[src/verilog/cpuPkg.sv]
`default_nettype none

package cpuPkg;

	////////////////////////////////////////////////////////////////////////////
	// Data widths
	////////////////////////////////////////////////////////////////////////////
	typedef logic [7:0]  dataByte_t;
	typedef logic [15:0] addr_t;
	typedef logic [9:0]  uopAddr_t;
	typedef logic [14:0] uop_t;

	// Micro-instruction layout, sequencing field on top
	localparam int SEQ_W       = 3;
	localparam int OP_W        = 6;
	localparam int OPERAND_W   = 6;
	localparam int SEQ_LSB     = 12;
	localparam int OP_LSB      = 6;
	localparam int OPERAND_LSB = 0;

	// Bit 0 requests a PC increment, bit 1 ends the flow
	typedef enum logic [SEQ_W-1:0]
	{
		SEQ_STEP     = 3'd0,
		SEQ_STEP_INC = 3'd1,
		SEQ_EOF      = 3'd2,
		SEQ_EOF_INC  = 3'd3
	} seqCtrl_t;

	typedef enum logic [OP_W-1:0]
	{
		OP_NOP, OP_SET_MAR, OP_READ_MEM, OP_WRITE_MEM, OP_TO_SCRATCH,
		OP_ADD, OP_SUB, OP_ADC, OP_SBC, OP_FROM_SCRATCH,
		OP_INC, OP_DEC, OP_JUMP_HL, OP_HALT
	} uopOp_t;

	// Register operands follow the 3-bit register code of the opcode
	typedef enum logic [OPERAND_W-1:0]
	{
		OPD_B = 6'd0, OPD_C = 6'd1, OPD_D = 6'd2, OPD_E = 6'd3,
		OPD_H = 6'd4, OPD_L = 6'd5, OPD_HL = 6'd6, OPD_A = 6'd7,
		OPD_PC = 6'd8, OPD_SCRATCH = 6'd9, OPD_NONE = 6'd10
	} operand_t;

	// Register code that selects (HL) instead of a register
	localparam logic [2:0] CODE_HL = 3'd6;

	////////////////////////////////////////////////////////////////////////////
	// Opcodes, register fields cleared
	////////////////////////////////////////////////////////////////////////////
	localparam dataByte_t OPC_NOP      = 8'h00;
	localparam dataByte_t OPC_INC_R    = 8'h04;
	localparam dataByte_t OPC_DEC_R    = 8'h05;
	localparam dataByte_t OPC_LD_R_N   = 8'h06;
	localparam dataByte_t OPC_LD_HL_NN = 8'h21;
	localparam dataByte_t OPC_LD_R_HL  = 8'h46;
	localparam dataByte_t OPC_LD_HL_R  = 8'h70;
	localparam dataByte_t OPC_HALT     = 8'h76;
	localparam dataByte_t OPC_ADD_R    = 8'h80;
	localparam dataByte_t OPC_ADC_R    = 8'h88;
	localparam dataByte_t OPC_SUB_R    = 8'h90;
	localparam dataByte_t OPC_SBC_R    = 8'h98;
	localparam dataByte_t OPC_JP_NN    = 8'hC3;

	// Flow blocks of 32 words; register flows sit 4 words apart inside
	localparam uopAddr_t FLOW_FETCH    = 10'd0;
	localparam uopAddr_t FLOW_LD_R_N   = 10'd32;
	localparam uopAddr_t FLOW_LD_HL_R  = 10'd64;
	localparam uopAddr_t FLOW_LD_R_HL  = 10'd96;
	localparam uopAddr_t FLOW_ADD      = 10'd128;
	localparam uopAddr_t FLOW_ADC      = 10'd160;
	localparam uopAddr_t FLOW_SUB      = 10'd192;
	localparam uopAddr_t FLOW_SBC      = 10'd224;
	localparam uopAddr_t FLOW_INC      = 10'd256;
	localparam uopAddr_t FLOW_DEC      = 10'd288;
	localparam uopAddr_t FLOW_LD_HL_NN = 10'd320;
	localparam uopAddr_t FLOW_JP_NN    = 10'd352;
	localparam uopAddr_t FLOW_HALT     = 10'd384;

	// Start of the flow for one register of a family
	function automatic uopAddr_t regFlow(uopAddr_t base, logic [2:0] code);
		return base | uopAddr_t'({code, 2'b00});
	endfunction

endpackage

`default_nettype wire

[src/verilog/cpuTop.sv]
`default_nettype none

module cpuTop
	import cpuPkg::*;
(
	input  logic      clock,
	input  logic      reset,
	output logic      memValid,
	input  logic      memReady,
	output logic      memWrite,
	output addr_t     memAddr,
	output dataByte_t memWData,
	input  dataByte_t memRData,
	output logic      halted
);

	uop_t      uop;
	uopAddr_t  uopAddr;
	uopAddr_t  flowStart;
	dataByte_t opcode;
	logic      memBusy;
	logic      step;

	microSequencer microSequencer_inst (
		.clock     (clock),
		.reset     (reset),
		.uop       (uop),
		.uopAddr   (uopAddr),
		.flowStart (flowStart),
		.opcode    (opcode),
		.memBusy   (memBusy),
		.memRData  (memRData),
		.step      (step)
	);

	opcodeDispatch opcodeDispatch_inst (
		.opcode    (opcode),
		.flowStart (flowStart)
	);

	microcodeRom microcodeRom_inst (
		.uopAddr (uopAddr),
		.uop     (uop)
	);

	// Bit 0 of the sequencing field asks for a PC increment
	datapath datapath_inst (
		.clock     (clock),
		.reset     (reset),
		.operation (uopOp_t'(uop[OP_LSB +: OP_W])),
		.operand   (operand_t'(uop[OPERAND_LSB +: OPERAND_W])),
		.incPc     (uop[SEQ_LSB]),
		.step      (step),
		.memValid  (memValid),
		.memReady  (memReady),
		.memWrite  (memWrite),
		.memAddr   (memAddr),
		.memWData  (memWData),
		.memRData  (memRData),
		.memBusy   (memBusy),
		.halted    (halted)
	);

endmodule

`default_nettype wire

[src/verilog/datapath.sv]
`default_nettype none

module datapath
	import cpuPkg::*;
(
	input  logic      clock,
	input  logic      reset,
	input  uopOp_t    operation,
	input  operand_t  operand,
	input  logic      incPc,
	input  logic      step,
	output logic      memValid,
	input  logic      memReady,
	output logic      memWrite,
	output addr_t     memAddr,
	output dataByte_t memWData,
	input  dataByte_t memRData,
	output logic      memBusy,
	output logic      halted
);

	// Indexed by register code with slot 6 left empty
	dataByte_t  regs [8];
	dataByte_t  scratch;
	dataByte_t  srcValue;
	dataByte_t  aluResult;
	addr_t      pc;
	addr_t      mar;
	addr_t      hl;
	logic       zeroFlag;
	logic       carryFlag;
	logic       aluZero;
	logic       aluCarry;
	logic       isReg;
	logic [2:0] regIdx;

	assign isReg  = operand inside {OPD_A, OPD_B, OPD_C, OPD_D, OPD_E, OPD_H, OPD_L};
	assign regIdx = operand[2:0];
	assign hl     = {regs[3'(OPD_H)], regs[3'(OPD_L)]};

	always_comb
	begin
		if (isReg)
			srcValue = regs[regIdx];
		else if (operand == OPD_SCRATCH)
			srcValue = scratch;
		else
			srcValue = '0;
	end

	flagAlu flagAlu_inst (
		.operandA  (scratch),
		.operandB  (srcValue),
		.operation (operation),
		.carryIn   (carryFlag),
		.result    (aluResult),
		.zero      (aluZero),
		.carry     (aluCarry)
	);

	////////////////////////////////////////////////////////////////////////////
	// Memory port
	////////////////////////////////////////////////////////////////////////////
	assign memValid = (operation == OP_READ_MEM || operation == OP_WRITE_MEM) && !halted;
	assign memWrite = (operation == OP_WRITE_MEM);
	// Opcode fetch reads at PC, everything else at the address register
	assign memAddr  = (operand == OPD_PC) ? pc : mar;
	assign memWData = srcValue;
	// A halted core counts as permanently busy
	assign memBusy  = halted || (memValid && !memReady);

	always_ff @(posedge clock)
	begin
		if (reset)
		begin
			pc        <= '0;
			zeroFlag  <= 1'b0;
			carryFlag <= 1'b0;
			halted    <= 1'b0;
		end
		else if (step)
		begin
			if (incPc)
				pc <= pc + addr_t'(1);
			case (operation)
				OP_JUMP_HL: pc <= hl;
				OP_ADD, OP_SUB, OP_ADC, OP_SBC:
				begin
					zeroFlag  <= aluZero;
					carryFlag <= aluCarry;
				end
				// Carry survives inc and dec
				OP_INC, OP_DEC: zeroFlag <= aluZero;
				OP_HALT: halted <= 1'b1;
				default: ;
			endcase
		end
	end

	always_ff @(posedge clock)
	begin
		if (step)
		begin
			case (operation)
				OP_SET_MAR: mar <= (operand == OPD_HL) ? hl : pc;
				OP_READ_MEM: if (isReg) regs[regIdx] <= memRData;
				OP_TO_SCRATCH: scratch <= srcValue;
				OP_ADD, OP_SUB, OP_ADC, OP_SBC: scratch <= aluResult;
				OP_FROM_SCRATCH: if (isReg) regs[regIdx] <= scratch;
				OP_INC, OP_DEC: if (isReg) regs[regIdx] <= aluResult;
				default: ;
			endcase
		end
	end

	// Request held steady until memory accepts it
	assert property (@(posedge clock) disable iff (reset)
		(memValid && !memReady) |=> memValid && $stable(memAddr)
			&& $stable(memWrite) && $stable(memWData));

endmodule

`default_nettype wire

[src/verilog/flagAlu.sv]
`default_nettype none

module flagAlu
	import cpuPkg::*;
(
	input  dataByte_t operandA,
	input  dataByte_t operandB,
	input  uopOp_t    operation,
	input  logic      carryIn,
	output dataByte_t result,
	output logic      zero,
	output logic      carry
);

	// Ninth bit holds carry out, or borrow on subtraction
	logic [8:0] wide;

	always_comb
	begin
		case (operation)
			OP_ADD:
				wide = {1'b0, operandA} + {1'b0, operandB};
			OP_ADC:
				wide = {1'b0, operandA} + {1'b0, operandB} + 9'(carryIn);
			OP_SUB:
				wide = {1'b0, operandA} - {1'b0, operandB};
			OP_SBC:
				wide = {1'b0, operandA} - {1'b0, operandB} - 9'(carryIn);
			// Inc and dec act on the register operand
			OP_INC:
				wide = {1'b0, operandB} + 9'd1;
			OP_DEC:
				wide = {1'b0, operandB} - 9'd1;
			default:
				wide = {1'b0, operandA};
		endcase
	end

	assign result = wide[7:0];
	assign zero   = (wide[7:0] == 8'h00);
	assign carry  = wide[8];

endmodule

`default_nettype wire

[src/verilog/microSequencer.sv]
`default_nettype none

module microSequencer
	import cpuPkg::*;
(
	input  logic      clock,
	input  logic      reset,
	input  uop_t      uop,
	output uopAddr_t  uopAddr,
	input  uopAddr_t  flowStart,
	output dataByte_t opcode,
	input  logic      memBusy,
	input  dataByte_t memRData,
	output logic      step
);

	seqCtrl_t seq;
	logic     endOfFlow;
	uopAddr_t uPc;
	logic     dispatch;

	assign seq       = seqCtrl_t'(uop[SEQ_LSB +: SEQ_W]);
	assign endOfFlow = (seq == SEQ_EOF) || (seq == SEQ_EOF_INC);
	assign step      = !memBusy;

	// First word of a new flow comes straight from the dispatch table
	assign uopAddr = dispatch ? flowStart : uPc;

	////////////////////////////////////////////////////////////////////////////
	// Micro-program counter and opcode register
	////////////////////////////////////////////////////////////////////////////
	always_ff @(posedge clock)
	begin
		if (reset)
		begin
			uPc      <= FLOW_FETCH;
			dispatch <= 1'b0;
			opcode   <= OPC_NOP;
		end
		else if (step)
		begin
			if (endOfFlow)
			begin
				// Last word fetched the next opcode at PC
				opcode   <= memRData;
				dispatch <= 1'b1;
			end
			else
			begin
				uPc      <= uopAddr + uopAddr_t'(1);
				dispatch <= 1'b0;
			end
		end
	end

	// Stalls and halt freeze the flow position
	assert property (@(posedge clock) disable iff (reset)
		memBusy |=> $stable(uopAddr));

endmodule

`default_nettype wire

[src/verilog/microcodeRom.sv]
`default_nettype none

module microcodeRom
	import cpuPkg::*;
(
	input  uopAddr_t uopAddr,
	output uop_t     uop
);

	function automatic uop_t packUop(seqCtrl_t seq, uopOp_t op, operand_t opd);
		uop_t result;
		result = '0;
		result[SEQ_LSB +: SEQ_W] = seq;
		result[OP_LSB +: OP_W] = op;
		result[OPERAND_LSB +: OPERAND_W] = opd;
		return result;
	endfunction

	logic [4:0] family;
	logic [4:0] slot;
	logic [1:0] wordIdx;
	operand_t   regSel;
	uopOp_t     aluOp;
	uop_t       fetchUop;

	// Address fields for flow block, register code and word within the flow
	assign family   = uopAddr[9:5];
	assign slot     = uopAddr[4:0];
	assign wordIdx  = uopAddr[1:0];
	assign regSel   = operand_t'(OPERAND_W'(uopAddr[4:2]));

	// Closing word of every flow, and the whole NOP flow
	assign fetchUop = packUop(SEQ_EOF_INC, OP_READ_MEM, OPD_PC);

	always_comb
	begin
		case (family)
			FLOW_ADC[9:5]: aluOp = OP_ADC;
			FLOW_SUB[9:5]: aluOp = OP_SUB;
			FLOW_SBC[9:5]: aluOp = OP_SBC;
			default:       aluOp = OP_ADD;
		endcase
	end

	always_comb
	begin
		uop = fetchUop;
		case (family)
			FLOW_LD_R_N[9:5]:
				case (wordIdx)
					2'd0: uop = packUop(SEQ_STEP, OP_SET_MAR, OPD_PC);
					2'd1: uop = packUop(SEQ_STEP_INC, OP_READ_MEM, regSel);
					default: uop = fetchUop;
				endcase
			FLOW_LD_HL_R[9:5]:
				case (wordIdx)
					2'd0: uop = packUop(SEQ_STEP, OP_SET_MAR, OPD_HL);
					2'd1: uop = packUop(SEQ_STEP, OP_WRITE_MEM, regSel);
					default: uop = fetchUop;
				endcase
			FLOW_LD_R_HL[9:5]:
				case (wordIdx)
					2'd0: uop = packUop(SEQ_STEP, OP_SET_MAR, OPD_HL);
					2'd1: uop = packUop(SEQ_STEP, OP_READ_MEM, regSel);
					default: uop = fetchUop;
				endcase
			// A goes through scratch and back
			FLOW_ADD[9:5], FLOW_ADC[9:5], FLOW_SUB[9:5], FLOW_SBC[9:5]:
				case (wordIdx)
					2'd0: uop = packUop(SEQ_STEP, OP_TO_SCRATCH, OPD_A);
					2'd1: uop = packUop(SEQ_STEP, aluOp, regSel);
					2'd2: uop = packUop(SEQ_STEP, OP_FROM_SCRATCH, OPD_A);
					default: uop = fetchUop;
				endcase
			FLOW_INC[9:5], FLOW_DEC[9:5]:
				if (wordIdx == 2'd0)
					uop = packUop(SEQ_STEP, (family == FLOW_INC[9:5]) ? OP_INC : OP_DEC, regSel);
			FLOW_LD_HL_NN[9:5]:
				case (slot)
					5'd0: uop = packUop(SEQ_STEP, OP_SET_MAR, OPD_PC);
					5'd1: uop = packUop(SEQ_STEP_INC, OP_READ_MEM, OPD_L);
					5'd2: uop = packUop(SEQ_STEP, OP_SET_MAR, OPD_PC);
					5'd3: uop = packUop(SEQ_STEP_INC, OP_READ_MEM, OPD_H);
					default: uop = fetchUop;
				endcase
			// Target lands in HL first, then moves to PC
			FLOW_JP_NN[9:5]:
				case (slot)
					5'd0: uop = packUop(SEQ_STEP, OP_SET_MAR, OPD_PC);
					5'd1: uop = packUop(SEQ_STEP_INC, OP_READ_MEM, OPD_L);
					5'd2: uop = packUop(SEQ_STEP, OP_SET_MAR, OPD_PC);
					5'd3: uop = packUop(SEQ_STEP_INC, OP_READ_MEM, OPD_H);
					5'd4: uop = packUop(SEQ_STEP, OP_JUMP_HL, OPD_NONE);
					default: uop = fetchUop;
				endcase
			FLOW_HALT[9:5]:
				if (slot == 5'd0)
					uop = packUop(SEQ_STEP, OP_HALT, OPD_NONE);
			default:
				uop = fetchUop;
		endcase
	end

endmodule

`default_nettype wire

[src/verilog/opcodeDispatch.sv]
`default_nettype none

module opcodeDispatch
	import cpuPkg::*;
(
	input  dataByte_t opcode,
	output uopAddr_t  flowStart
);

	logic [2:0] dstCode;
	logic [2:0] srcCode;
	dataByte_t  dstClear;
	dataByte_t  srcClear;

	assign dstCode  = opcode[5:3];
	assign srcCode  = opcode[2:0];
	// Opcode with one register field masked off
	assign dstClear = opcode & 8'hC7;
	assign srcClear = opcode & 8'hF8;

	always_comb
	begin
		case (opcode)
			OPC_NOP:      flowStart = FLOW_FETCH;
			OPC_LD_HL_NN: flowStart = FLOW_LD_HL_NN;
			OPC_JP_NN:    flowStart = FLOW_JP_NN;
			OPC_HALT:     flowStart = FLOW_HALT;
			default:
			begin
				// The (HL) forms are not kept and run as NOP
				if (dstCode != CODE_HL && dstClear == OPC_LD_R_N)
					flowStart = regFlow(FLOW_LD_R_N, dstCode);
				else if (dstCode != CODE_HL && dstClear == OPC_LD_R_HL)
					flowStart = regFlow(FLOW_LD_R_HL, dstCode);
				else if (dstCode != CODE_HL && dstClear == OPC_INC_R)
					flowStart = regFlow(FLOW_INC, dstCode);
				else if (dstCode != CODE_HL && dstClear == OPC_DEC_R)
					flowStart = regFlow(FLOW_DEC, dstCode);
				else if (srcCode != CODE_HL && srcClear == OPC_LD_HL_R)
					flowStart = regFlow(FLOW_LD_HL_R, srcCode);
				else if (srcCode != CODE_HL && srcClear == OPC_ADD_R)
					flowStart = regFlow(FLOW_ADD, srcCode);
				else if (srcCode != CODE_HL && srcClear == OPC_ADC_R)
					flowStart = regFlow(FLOW_ADC, srcCode);
				else if (srcCode != CODE_HL && srcClear == OPC_SUB_R)
					flowStart = regFlow(FLOW_SUB, srcCode);
				else if (srcCode != CODE_HL && srcClear == OPC_SBC_R)
					flowStart = regFlow(FLOW_SBC, srcCode);
				else
					flowStart = FLOW_FETCH;
			end
		endcase
	end

endmodule

`default_nettype wire
[config.mk]
export PLATFORM = sky130hd
export DESIGN_NAME = cpuTop
export DESIGN_NICKNAME = d
export VERILOG_FILES = /design/src/verilog/cpuPkg.sv /design/src/verilog/cpuTop.sv /design/src/verilog/datapath.sv /design/src/verilog/flagAlu.sv /design/src/verilog/microSequencer.sv /design/src/verilog/microcodeRom.sv /design/src/verilog/opcodeDispatch.sv
export SDC_FILE = /design/constraint.sdc
export NUM_CORES = 1
export LEC_CHECK = 0
export ABC_AREA = 1
export ABC_CLOCK_PERIOD_IN_PS = 6900
export BUFFER_PORTS_ARGS = -buffer_cell sky130_fd_sc_hd__clkbuf_2
export CAP_MARGIN = 15
export CORE_AREA = 2 2 179 181
export CTS_BUF_LIST = sky130_fd_sc_hd__clkbuf_2
export DETAILED_ROUTE_END_ITERATION = 16
export DIE_AREA = 0 0 181 183
export PLACE_DENSITY = 0.46
export RECOVER_POWER = 50
export SLEW_MARGIN = 20
export SYNTH_ARGS = -nofsm -noshare
export SYNTH_HDL_FRONTEND = slang
export SYNTH_HIERARCHICAL = 1
export SYNTH_SLANG_ARGS = --single-unit
export TNS_END_PERCENT = 30
[constraint.sdc]
create_clock -name clock -period 6.9 [get_ports clock]
set_input_delay 1.725 -clock clock [delete_from_list [all_inputs] [get_ports clock]]
set_output_delay 1.725 -clock clock [all_outputs]
set_load 0.01 [all_outputs]
# == After elaboration in Yosys (flattened, before gate mapping) ==
# Memories as Yosys holds them, arrays and structs flattened.
# Index checks and enable logic that the tools add are counted.
# word_totals
output_inout_bits,27
ram_bits,64
regBits,61
n_memories,1
word_cells,155
# memory_table
name,depth,word_bits,rd,rd_ports_with_merged_regs,wr,line_no,rtl
datapath_inst.regs,8,8,3,0,1,datapath.sv:23,dataByte_t regs [8];
# op_classes
n_mux,43
n_bitwise,4
n_addsub,8
n_eq_ne,56
reduce_logical,35
# op_table
cell,n
$pmux 15 s8,1
$mux 10,9
$pmux 14 s2,3
$pmux 14 s3,2
$mux 16,4
$pmux 14 s4,1
$pmux 9 s6,1
$eq 6x3->1 const B,8
$eq 6x4->1 const B,8
$eq 5x3->1 const B,8
$mux 8,5
$pmux 10 s4,1
$eq 5x4->1 const B,7
$mux 14,2
$eq 6x2->1 const B,4
$eq 5x2->1 const B,4
$eq 5x5->1 const B,4
$add 16x1->16 const B,1
$pmux 8 s2,1
$reduce_and 2->1,7
$eq 6x1->1 const B,2
$mux 1,12
$pmux 4 s3,1
$logic_and 1x1->1,11
other kinds (27),39

# == Longest topological paths before layout ==
# Gate-level depths: netlist of the first run.
# depth
depth_word,26
mapped_depth,44

# == Cells and area by module ==
# The synthesis of the first run kept the hierarchy.
# by_module_without_submodules
mod,n_inst,area_per_inst_um2,seq_area_each_um2,cells_per_inst
datapath,1,5016.1,2762.6,593
flagAlu,1,2127.0,0.0,413
microSequencer,1,1113.6,380.4,155
microcodeRom,1,695.7,0.0,151
opcodeDispatch,1,332.8,0.0,67

# == Worst setup path before layout of the first run ==
# Ideal clock, no wire load.
# synth_timing
kind,reg2reg
startpoint,reg microSequencer_inst.opcode[3]
endpoint,mem datapath_inst/regs[0][7] (netlist name) (data pin)
n_path_buf,1
period_less_slack_ps,5064
setup_slack_ps,1836
arrival_time_ps,4754
setup_ps,310
stages_incl_launch_ff,40
t_required_ps,6590
path_cell_list,dfxtp_1 or2_1 nor3_1 nor2_1 nand3_1 inv_1 nand2_1 o21ai_1 inv_1 nor2_4 nand2_4 nor2_1 nand2_1 o21ai_0 nor2_1 nand2_1 nand2_1 inv_1 [4 not listed] nor2_1 nand2_1 nand2_1 ha_1 inv_1 fa_1 or2_1 nand2_2 nand3_1 inv_1 nand2_1 nor2_2 nand3_1 or2_1 nand2_1 nand4_1 nand4_1 o21ai_0
# synth_via
word_cells_on_any_way,106
# synth_rtl
element,line_no,rtl
"start, declared",microSequencer.sv:11,"output dataByte_t opcode,"
"start signal, assigned",microSequencer.sv:45,opcode <= memRData;
$eq 5x5->1,opcodeDispatch.sv:43,else if (srcCode != CODE_HL && srcClear == OPC_ADC_R)
$logic_and 1x1->1,opcodeDispatch.sv:43,
$mux 10,opcodeDispatch.sv:43,
$mux 10,opcodeDispatch.sv:41,else if (srcCode != CODE_HL && srcClear == OPC_ADD_R)
$mux 10,opcodeDispatch.sv:39,else if (srcCode != CODE_HL && srcClear == OPC_LD_HL_R)
$mux 10,opcodeDispatch.sv:37,else if (dstCode != CODE_HL && dstClear == OPC_DEC_R)
$mux 10,opcodeDispatch.sv:35,else if (dstCode != CODE_HL && dstClear == OPC_INC_R)
$mux 10,opcodeDispatch.sv:33,else if (dstCode != CODE_HL && dstClear == OPC_LD_R_HL)
[2 not listed],n/a,
net flowStart[8],cpuTop.sv:19,uopAddr_t flowStart;
[1 not listed],n/a,
net uopAddr[8],cpuTop.sv:18,uopAddr_t uopAddr;
[3 not listed],n/a,
net uop[1],cpuTop.sv:17,uop_t uop;
[1 not listed],n/a,
$reduce_bool 7->1 / $mux 8 (equally long branches),"datapath.sv:37, datapath.sv:45",
$mux 8 (*),datapath.sv:43,if (isReg)
net memWData[0],cpuTop.sv:12,"output dataByte_t memWData,"
$sub 8x8->9 / $add 8x8->9 (equally long branches),n/a,
$sub 9x1->9 / $add 9x1->9 (equally long branches),"flagAlu.sv:28, flagAlu.sv:24",
$pmux 9 s6 (*),flagAlu.sv:20,case (operation)
net datapath_inst.aluResult[7],datapath.sv:26,dataByte_t aluResult;
$mux 8 (no source line) (*),n/a,
"end, declared",datapath.sv:23,
# The timed path passes the listed nets; every way through them passes the cells marked *.

# == Worst setup path after layout of the first run ==
# layout_timing
startpoint,reg microSequencer_inst.opcode[2]
endpoint,out memWData[4]
# layout_via
word_cells_on_any_way,73
# layout_rtl
element,line_no,rtl
$ne 3x3->1,n/a,
$logic_and 1x1->1,opcodeDispatch.sv:43,
$mux 10,opcodeDispatch.sv:43,
$mux 10,opcodeDispatch.sv:41,
$mux 10,opcodeDispatch.sv:39,
$mux 10,opcodeDispatch.sv:37,
$mux 10,opcodeDispatch.sv:35,
$mux 10,opcodeDispatch.sv:33,
[2 not listed],n/a,
net flowStart[8],cpuTop.sv:19,
[1 not listed],n/a,
net uopAddr[8],cpuTop.sv:18,
$eq 5x3->1 / $eq 5x4->1 (equally long branches),microcodeRom.sv:48,case (family)
$reduce_or 4->1 / $reduce_or 2->1 (equally long branches),microcodeRom.sv:48,
$pmux 15 s8 (*),microcodeRom.sv:48,
net uop[0],cpuTop.sv:17,
$eq 6x3->1 (tied with other cells),datapath.sv:37,"assign isReg = operand inside {OPD_A, OPD_B, OPD_C, OPD_D, OPD_E, OPD_H, OPD_L};"
$reduce_bool 7->1 / $mux 8 (equally long branches),"datapath.sv:37, datapath.sv:45",
$mux 8 (*),datapath.sv:43,
"end, declared",cpuTop.sv:12,
# Marks and branches as above.

==> results of run 1 <==
## registers in the layout, indices dropped and copies added, names as in the netlist, 8 cells and up
name and count:
datapath_inst/regs 56, datapath_inst/mar 16, datapath_inst/pc 16, microSequencer_inst/uPc 10
datapath_inst/scratch 8, microSequencer_inst/opcode 8
## power groups by stage
| stage | clock (W) | combinational [W] | sequential [W] |
|---|---|---|---|
| 6_report | 0.000472 | 0.00177 | 0.000874 |
| 3_5_place_dp | 0 | 0.00178 | 0.000891 |
| 4_1_cts | 0.000495 | 0.00179 | 0.000875 |
| 5_1_grt | 0.000524 | 0.00199 | 0.000884 |
| 3_3_place_gp | 0 | 0.00180 | 0.000890 |
| 2_1_floorplan | 0 | 0.00133 | 0.000867 |
## through the flow
stage / setup WS (ns) / hold slack (ns) / instance area (um^2) / power (W)
after floorplan: 1.87 / 0.420 / 9280 / 0.00219
after global placement: 0.463 / 0.466 / 9870 / 0.00269
after detailed placement: 0.368 / 0.470 / 9870 / 0.00267
after CTS: 0.281 / 0.496 / 10100 / 0.00316
after global routing: 0.0271 / 0.511 / 10100 / 0.00340
final: 0.649 / 0.493 / 10100 / 0.00311
## cell type report
type                            count  area [um^2]
Antenna cell                        1         2.50
Multi-Input combinational cell   1049         5240
Clock buffer                       17         85.1
Clock inverter                     15          158
Sequential cell                   117         3140
Inverter                          177          669
Tap cell                          402          503
Timing Repair Buffer               51          278
Fill cell                        3520        21200
## worst paths after layout
check,to,slack [ns]
min reg2reg,microSequencer_inst/uPc[6],0.49
max,memWData[4],0.65
min,microSequencer_inst/uPc[6],0.49
max reg2reg,datapath_inst/regs[0][7],0.68
## worst max-delay path, cell delays in order, from the launching register on
cell	delay (ns)
dfxtp_1	0.43
or2_1	0.28
nor3_2	0.20
nor2_1	0.08
nand3_1	0.07
inv_1	0.04
nand2_1	0.04
o21ai_1	0.13
inv_1	0.19
nand3_2	0.16
nor2_2	0.19
nand2_1	0.14
nor2_1	0.11
a21oi_1	0.05
nand2_1	0.21
nand2_1	0.32
o21ai_0	0.38
nor2_1	0.10
nor2_1	0.10
o21ai_0	0.13
nand2_1	0.31
clkbuf_2	0.20
## placed cells by master, fill, tap and decap left out, types with 5 or more instances in the layout
cell type / n
a21oi_1: 69
buf_4: 11
clkbuf_2: 53
clkinv_1: 5
clkinv_4: 6
conb_1: 8
dfxtp_1: 37
edfxtp_1: 80
ha_1: 29
inv_1: 160
inv_2: 12
nand2_1: 434
nand2_2: 17
nand2_4: 10
nand3_1: 121
nand3_2: 6
nand4_1: 33
nor2_1: 135
nor2_2: 16
nor2_4: 9
nor3_1: 5
o21ai_0: 92
o21ai_1: 7
o21ai_2: 7
or2_2: 7
## layer usage
| layer | wire length (um) | part of all wire [%] | track usage, % | vias up |
|---|---|---|---|---|
| li1 | - | - | - | 4559 |
| met4 | 355 | 1.2 | 4.23 | 0 |
| met2 | 13900 | 48 | 30.6 | 193 |
| met5 | 0 | 0 | 0 | - |
| met3 | 919 | 3.2 | 2.30 | 18 |
| met1 | 13700 | 47 | 23.2 | 4029 |
## what timing repair did
item / 4_1_cts / 5_1_grt
hold buffers: 0 / 0
gates resized for setup: 0 / 5
endpoints found under the setup margin: 0 / 17
==> summary.txt, run 1 <==
Pwr
  • Peak supply drop: about 0.00013 V
  • Clock power frac: between 10% and 20%
  • Net Sw Frac: 52.7%
  • Int Pwr: 0.00147 W
  • Sequential share of power: 28.1%
  • Leak Pwr: ~4.4 nW
  • Pwr Density: 309 nW/um^2
  • Combinational Power Share: between 50% and 60%
  • Net Sw Power: about 0.0016 W

Synthesis
  • Synth warnings: 6
  • Synthesized area per cell: about 6.7 um^2
  • Cells after synthesis: around 1400
  • Netlist Area Pre-Place: 9260 um^2

Routing
  • Routed vias/inst: a little under 5
  • Post-route ant nets: 0
  • Drt pass-1 iters: 5
  • Routed wire length: 28900 um
  • DRC: 0
  • Via count: between 8000 and 9000
  • Routed len/inst: between 15 and 20 um
  • Initial DRC Count: between 600 and 700

Timing
  • Final hold vios: 0
  • Period minus WS final: between 6 and 7 ns
  • Maximum clock rate: 160 MHz
  • Slew margin rel.: 24.3%
  • Pins Over Slew Limit: 0
  • Final setup viols: 0
  • Slew @ Worst Pin: between 1 and 1.5 ns
  • Post-Route Setup TNS: 0 ns
  • Clk_skew: around 0.052 ns
  • RSZ-0062 raised after global routing: no
  • Fin crit share: 90.6%

Floorplan
  • Full die area: approximately 33000 um^2
  • Rows: 65
  • Core Box Area: between 30000 and 40000 um^2
  • Die Wd: 181 um
  • IO Pins: 38
  • Starting Density: slightly below 30%
  • Die height: about 180 um

Final layout
  • Number of non-filler instances in the completed layout: roughly 1800
  • Finished Core Util: 32.3%
  • Final #Nets: 1456
  • Layout cells sized above 1: 12.5%
  • P&R area growth vs syn: 8.84%

GRT
  • Largest net degree at the start of global routing: 33
  • Global route total overflow: 0
  • Gr usage total: between 15 and 20%
  • First-pass GRT wire length: roughly 46000 um
  • Vias in the first global route: 8371
  • Initial antenna violation count: 1

Worst setup path
  • R2R cell count: 35
  • Kind of critical path: reg2out
  • Worst Setup Start Kind: flip-flop
  • Critical Path End Type: output port
  • Worst setup path startpoint: microSequencer_inst/opcode[2]
  • R2R Path Start: microSequencer_inst/opcode[2]
  • Required @ worst endpoint: 5.18 ns
  • CP max FO: 10
  • Crit path DAT: ~4.5 ns

Place
  • IO buf count: 37
  • Placed insts: roughly 1800
  • Hpwl dp: about 22000 um
  • Routability cong.: 0.963

Run status
  • Status: completed

Worst hold path
  • Min-delay src: microSequencer_inst/uPc[6]
  • Hold Path Stages: 2
  • Worst hold-check path type: reg2reg

Clock tree
  • Clock-pin slew on the worst setup and hold paths: 0.22 ns
  • CTS tree: yes
  • Root Driver: clkbuf_2
  • Cts bufs inserted: 17
  • Clk_lat worst skew: about 0.66 ns
  • Max Root-Sink Buffers: 2
  • CTS Sinks: around 120
  • Setup Buffers After CTS: 0
  • H-tree depth: 4

Job
  • Max_cap viols: 0
Note: power is estimated with default switching activity, not from simulation.
==> run 2, diff against run 1 <==
==> constraint.sdc (replaced) <==
create_clock -name clock -period 6.9 [get_ports clock]
set_input_delay 1.035 -clock clock [delete_from_list [all_inputs] [get_ports clock]]
set_output_delay 1.035 -clock clock [all_outputs]
set_load 0.01 [all_outputs]
==> summary.txt, run 2 (synthesized netlist as in run 1, its figures left out) <==
Final layout
  • Most frequent cells in the layout: nand2_1, inv_1, nor2_1, nand3_1, o21ai_0
  • Layout cells sized above 1: 12.2% (-0.25 points)
  • Biggest register: datapath_inst/regs
  • P&R area growth vs syn: 8.61%
  • Finished Core Util: 32.2% (-0.068 points)
  • Number of non-filler instances in the completed layout: 1826 (-0.16%)
  • Top flop regs: datapath_inst/regs x56, datapath_inst/mar x16, datapath_inst/pc x16
  • Final #Nets: 1453 (-0.21%)
  • Max reg flops: 56 (unchanged)
  • Commonest non-fill, non-tap cell in the layout: nand2_1

Worst setup path
  • FF-to-FF End: datapath_inst/regs[5][6]
  • Critical Path End Type: flip-flop
  • Required @ worst endpoint: 7.32 ns (+2.14 ns)
  • CP dominant cell by count: nand2_1
  • Kind of critical path: reg2reg
  • R2R Path Start: microSequencer_inst/opcode[7]
  • CP max FO: 9 (-1)
  • Crit path DAT: 6.62 ns (+2.09 ns)
  • Worst Setup Start Kind: flip-flop
  • Reg2reg setup slack: 0.70 ns (+0.02 ns)
  • Crit-path max cell delay: 0.53 ns (+0.10 ns)
  • R2R cell count: 37 (+5.7%)
  • CP max-delay cell: dfxtp_1

Clock tree
  • CTS Sinks: 117 (unchanged)
  • Clock-pin slew on the worst setup and hold paths: 0.24 ns (+0.02 ns)
  • Hold-fix buffers, CTS: 0 (unchanged)
  • Clk_lat worst skew: 0.70 ns (+0.04 ns)
  • Cts bufs inserted: 17 (unchanged)
  • H-tree depth: 4 (unchanged)
  • Setup Buffers After CTS: 0 (unchanged)
  • CTS tree: yes
  • Root Driver: clkbuf_2
  • Post-cts resize count: 0 (unchanged)
  • Max Root-Sink Buffers: 2 (unchanged)

Pwr
  • Total power: 0.00313 W (+0.59%)
  • Pwr Density: 311 nW/um^2 (+0.81%)
  • Peak supply drop: 0.000125 V (-2.2%)
  • Combinational Power Share: 56.7% (about the same)
  • Clock power frac: 15.4% (+0.2 points)
  • Int Pwr: 0.00148 W (+0.36%)
  • Net Sw Power: 0.00165 W (+0.80%)
  • Net Sw Frac: 52.9% (+0.11 points)
  • Leak Pwr: 4.39 nW (-0.60%)
  • Sequential share of power: 27.8% (-0.3 points)

Routing
  • Routed wire length: 29100 um (+0.40%)
  • Initial DRC Count: 658 (-1.1%)
  • DRC: 0 (unchanged)
  • Routed vias/inst: 4.90 (+1.9%)
  • Via count: 8949 (+1.7%)
  • Routed len/inst: 15.9 um (+0.57%)
  • Post-route ant nets: 0 (unchanged)
  • Drt pass-1 iters: 5 (unchanged)

Floorplan
  • Starting Density: 29.7% (unchanged)
  • Die Wd: 181 um (unchanged)
  • Die height: 183 um (unchanged)
  • Rows: 65 (unchanged)
  • Full die area: 33100 um^2 (unchanged)
  • IO Pins: 38 (unchanged)
  • Core Box Area: 31200 um^2 (unchanged)

Timing
  • Final hold vios: 0 (unchanged)
  • Final worst setup slack: 0.705 ns (+0.0559 ns)
  • Final setup viols: 0 (unchanged)
  • Slew margin rel.: 24.6% (+0.28 points)
  • Clk_skew: 0.0539 ns (+0.00220 ns)
  • Fin crit share: 89.8% (-0.81 points)
  • RSZ-0062 raised after global routing: no
  • Slew @ Worst Pin: 1.13 ns (-0.00421 ns)
  • Maximum clock rate: 161 MHz (+0.90%)
  • Post-Route Setup TNS: 0 ns (unchanged)
  • Pins Over Slew Limit: 0 (unchanged)
  • Period minus WS final: 6.20 ns (-0.0559 ns)

Worst hold path
  • Hold Path Stages: 2 (unchanged)
  • Worst hold-check path type: reg2reg
  • Min-delay src: microSequencer_inst/uPc[8]
  • WHS Endpoint: microSequencer_inst/uPc[8]

GRT
  • Largest net degree at the start of global routing: 33 (unchanged)
  • Global route total overflow: 0 (unchanged)
  • Gr usage total: 17.9% (+0.30 points)
  • Initial antenna violation count: 1 (unchanged)
  • Vias in the first global route: 8505 (+1.6%)
  • First-pass GRT wire length: 46800 um (+1.8%)

Place
  • Placed insts: 1793 (-0.17%)
  • Routability cong.: 0.890 (-7.6%)
  • IO buf count: 37 (unchanged)
  • Hpwl dp: 22400 um (-0.56%)
  • Post-placement setup slack: 0.660 ns (+0.292 ns)

Job
  • Max_cap viols: 0 (unchanged)

Run status
  • Status: completed
[run 2: changes by cell type in the layout (fill, tap and decap cells not counted), moves of 2 or more]
cell	before	now
clkinv_4	6	1
clkinvlp_4	2	5
clkbuf_2	53	51
inv_6	1	3
[run 2: worst max-delay path, delay by kind of cell (launching register included)]
family	cells	cell delay (ns)
AND/OR/NAND/NOR	26	3.39
buffers and inverters	7	0.78
adder cells (fa/ha/maj)	2	0.67
flip-flops	1	0.53
AO/OA/AOI/OAI	2	0.53
[run 2: how the worst max path moves through the flow]
stage / to / from / slack [ns] / cells after the start
final: datapath_inst/regs[5][6] / microSequencer_inst/opcode[7] / 0.70 / 37
after global routing: datapath_inst/regs[3][6] / microSequencer_inst/opcode[7] / 0.03 / 37
after detailed placement: datapath_inst/regs[4][7] / microSequencer_inst/opcode[4] / 0.66 / 38
after floorplan: datapath_inst/regs[0][7] / microSequencer_inst/opcode[3] / 1.87 / 39
after global placement: datapath_inst/regs[4][7] / microSequencer_inst/opcode[3] / 0.72 / 36
after CTS: datapath_inst/regs[5][7] / microSequencer_inst/opcode[7] / 0.61 / 38
[run 2: layout make-up]
type                       count  area (um^2)
fill                        3522        21200
multi-input combinational   1049         5240
sequential                   117         3140
inverter                     177          669
tap                          402          503
timing repair buffer          48          260
clock inverter                15          154
clock buffer                  17         85.1
antenna                        1         2.50
[run 2: metrics by stage]
| step | area (um^2) | hold slack [ns] |
|---|---|---|
| global placement | 9840 | 0.462 |
| global route | 10100 | 0.508 |
| finish | 10100 | 0.490 |
| CTS | 10100 | 0.492 |
| detailed placement | 9840 | 0.463 |
| floorplan | 9280 | 0.420 |
[run 2: layer usage]
| layer | vias to the layer above | GRT usage [%] | wire (um) |
|---|---|---|---|
| li1 | 4540 | - | - |
| met1 | 4152 | 23.3 | 13500 |
| met2 | 218 | 31.0 | 14000 |
| met3 | 39 | 2.08 | 878 |
| met4 | 0 | 5.98 | 685 |
| met5 | - | 0 | 0 |
[run 2: power groups by stage]
stage	clock network [W]	registers, W	logic [W]
final	0.000483	0.000871	0.00178
after detailed placement	0	0.000888	0.00177
after global placement	0	0.000886	0.00180
after floorplan	0	0.000867	0.00133
after global routing	0.000539	0.000882	0.00200
after CTS	0.000507	0.000872	0.00178
==> run 3, diff against run 2 <==
--- a/config.mk
+++ b/config.mk
@@ -5,15 +5,14 @@
 export SDC_FILE = /design/constraint.sdc
 export NUM_CORES = 1
 export LEC_CHECK = 0
-export ABC_AREA = 1
 export ABC_CLOCK_PERIOD_IN_PS = 6900
-export BUFFER_PORTS_ARGS = -buffer_cell sky130_fd_sc_hd__clkbuf_2
 export CAP_MARGIN = 15
-export CORE_AREA = 2 2 179 181
+export CORE_AREA = 2 2 176 178
 export CTS_BUF_LIST = sky130_fd_sc_hd__clkbuf_2
 export DETAILED_ROUTE_END_ITERATION = 16
-export DIE_AREA = 0 0 181 183
-export PLACE_DENSITY = 0.46
+export DIE_AREA = 0 0 178 180
+export DONT_BUFFER_PORTS = 1
+export PLACE_DENSITY = 0.45
 export RECOVER_POWER = 50
 export SLEW_MARGIN = 20
 export SYNTH_ARGS = -nofsm -noshare
==> summary.txt, run 3 <==
Timing
  • Final setup viols: 0 (unchanged)
  • Fin crit share: 94.4% (+4.6 points)
  • Slew @ Worst Pin: 1.08 ns (-0.0541 ns)
  • Final hold vios: 0 (unchanged)
  • Maximum clock rate: 154 MHz (-4.9%)
  • Period minus WS final: 6.51 ns (+0.318 ns)
  • Slew margin rel.: 28.2% (+3.6 points)
  • RSZ-0062 raised after global routing: yes
  • Pins Over Slew Limit: 0 (unchanged)
  • Clk_skew: 0.0356 ns (-0.0183 ns)

Final layout
  • Layout cells sized above 1: 18.5% (+6.2 points)
  • Final #Nets: 1000 (-31%)
  • Commonest non-fill, non-tap cell in the layout: nor2_1
  • Top flop regs: datapath_inst/regs x56, datapath_inst/mar x16, datapath_inst/pc x16
  • Max reg flops: 56 (unchanged)
  • Number of non-filler instances in the completed layout: 1367 (-25%)
  • P&R area growth vs syn: 9.67%
  • Finished Core Util: 32.5% (+0.31 points)
  • Biggest register: datapath_inst/regs
  • Most frequent cells in the layout: nor2_1, edfxtp_1, nand2_1, a21oi_1, buf_4

Worst setup path
  • CP top delay family: compound AO/OA/AOI/OAI gates
  • Required @ worst endpoint: 7.26 ns (-0.06 ns)
  • Critical Path End Type: flip-flop
  • Critical Path End: datapath_inst/regs[4][7]
  • Crit path DAT: 6.88 ns (+0.26 ns)
  • WP buf/inv: 3 (-4)
  • CP max-delay cell: dfxtp_1
  • WP depth: 25 (-32%)
  • Worst Setup Start Kind: flip-flop
  • R2R cell count: 25 (-32%)
  • FF-to-FF End: datapath_inst/regs[4][7]
  • CP max FO: 10 (+1)
  • Crit-path max cell delay: 0.41 ns (-0.12 ns)
  • Reg2reg setup slack: 0.39 ns (-0.32 ns)
  • R2R Path Start: microSequencer_inst/opcode[0]
  • Kind of critical path: reg2reg
  • Worst setup path startpoint: microSequencer_inst/opcode[0]

Clock tree
  • Max Root-Sink Buffers: 2 (unchanged)
  • CTS tree: yes
  • Cts bufs inserted: 17 (unchanged)
  • CTS Sinks: 117 (unchanged)
  • H-tree depth: 4 (unchanged)
  • Clk_lat worst skew: 0.67 ns (-0.03 ns)
  • Root Driver: clkbuf_2
  • Clock-pin slew on the worst setup and hold paths: 0.21 ns (-0.03 ns)

Routing
  • DRC: 0 (unchanged)
  • Initial DRC Count: 649 (-1.4%)
  • Routed len/inst: 19.7 um (+24%)
  • Post-route ant nets: 0 (unchanged)
  • Drt pass-1 iters: 5 (unchanged)
  • Routed vias/inst: 5.41 (+10%)
  • Routed wire length: 26900 um (-7.5%)
  • Via count: 7396 (-17%)

Floorplan
  • Full die area: 32000 um^2 (-3.3%)
  • Core Box Area: 30200 um^2 (-3.3%)
  • Die Wd: 178 um (-1.7%)
  • Die height: 180 um (-1.6%)
  • Starting Density: 29.7% (about the same)
  • Rows: 64 (-1.5%)
  • IO Pins: 38 (unchanged)

GRT
  • Global route total overflow: 0 (unchanged)
  • Largest net degree at the start of global routing: 43 (+30%)
  • Vias in the first global route: 7159 (-16%)
  • Gr usage total: 17.0% (-0.86 points)
  • First-pass GRT wire length: 42200 um (-9.7%)
  • Initial antenna violation count: 1 (unchanged)

Pwr
  • Leak Pwr: 3.43 nW (-22%)
  • Total power: 0.00155 W (-51%)
  • Peak supply drop: 0.000108 V (-13%)
  • Pwr Density: 158 nW/um^2 (-49%)

Job
  • Max_cap viols: 0 (unchanged)

Synthesis
  • Netlist Area Pre-Place: 8950 um^2 (-3.3%)
  • Cells after synthesis: 942 (-31%)
  • Synthesized area per cell: 9.50 um^2 (+41%)
  • Synth warnings: 6 (unchanged)

Run status
  • Status: completed

Worst hold path
  • Worst hold-check path type: in2reg

Place
  • IO buf count: 0 (-100%)
  • Routability cong.: 0.859 (-3.6%)
  • Hpwl dp: 20400 um (-8.8%)
  • Placed insts: 1334 (-26%)
==> run 3: repair_timing <==
| action | in CTS | in global routing |
|---|---|---|
| endpoints found under the hold margin | 0 | 0 |
| setup endpoints to repair | 0 | 21 |
| hold buffers | 0 | 0 |
| resized for setup | 0 | 9 |
| buffers inserted | 0 | 0 |
==> run 3: worst min-delay path by stage <==
| stage | startpoint | end | slack (ns) | depth (start not counted) |
|---|---|---|---|---|
| finish | reset | microSequencer_inst/dispatch | 0.42 | 1 |
| floorplan | microSequencer_inst/uPc[9] | microSequencer_inst/uPc[9] | 0.46 | 2 |
| global route | reset | microSequencer_inst/uPc[1] | 0.31 | 1 |
| CTS | reset | microSequencer_inst/uPc[1] | 0.30 | 1 |
| detailed placement | microSequencer_inst/uPc[9] | microSequencer_inst/uPc[9] | 0.48 | 2 |
| global placement | microSequencer_inst/uPc[6] | microSequencer_inst/uPc[6] | 0.48 | 2 |
==> run 3: final cells by class <==
class,instances,area (um^2)
Antenna cell,1,2.50
Clock buffer,18,90.1
Clock inverter,14,176
Fill cell,3122,20400
Inverter,44,165
Multi-Input combinational cell,730,5390
Sequential cell,117,3150
Tap cell,396,495
Timing Repair Buffer,47,349
==> run 3: report_power, final <==
| group | leakage (nW) | switching (W) | internal [W] |
|---|---|---|---|
| Sequential | 1.02 | 0.0000173 | 0.000759 |
| Clock | 0.157 | 0.000294 | 0.000208 |
| Combinational | 2.25 | 0.000164 | 0.000106 |
==> run 3: metrics by stage <==
step / setup slack [ns] / hold slack [ns] / setup TNS, ns / instance area (um^2)
global route: -0.00387 / 0.307 / -0.00387 / 9820
CTS: 0.136 / 0.297 / 0 / 9790
detailed placement: 0.207 / 0.476 / 0 / 9530
finish: 0.387 / 0.418 / 0 / 9820
floorplan: 0.641 / 0.456 / 0 / 8970
global placement: 0.213 / 0.477 / 0 / 9530
==> run 3: metal layers <==
metal,global-route usage [%],part of all wire [%],vias up
li1,-,-,3581
met1,24.4,49,3636
met2,26.6,46,157
met3,2.77,3.8,22
met4,4.46,1.7,0
met5,0,0,-
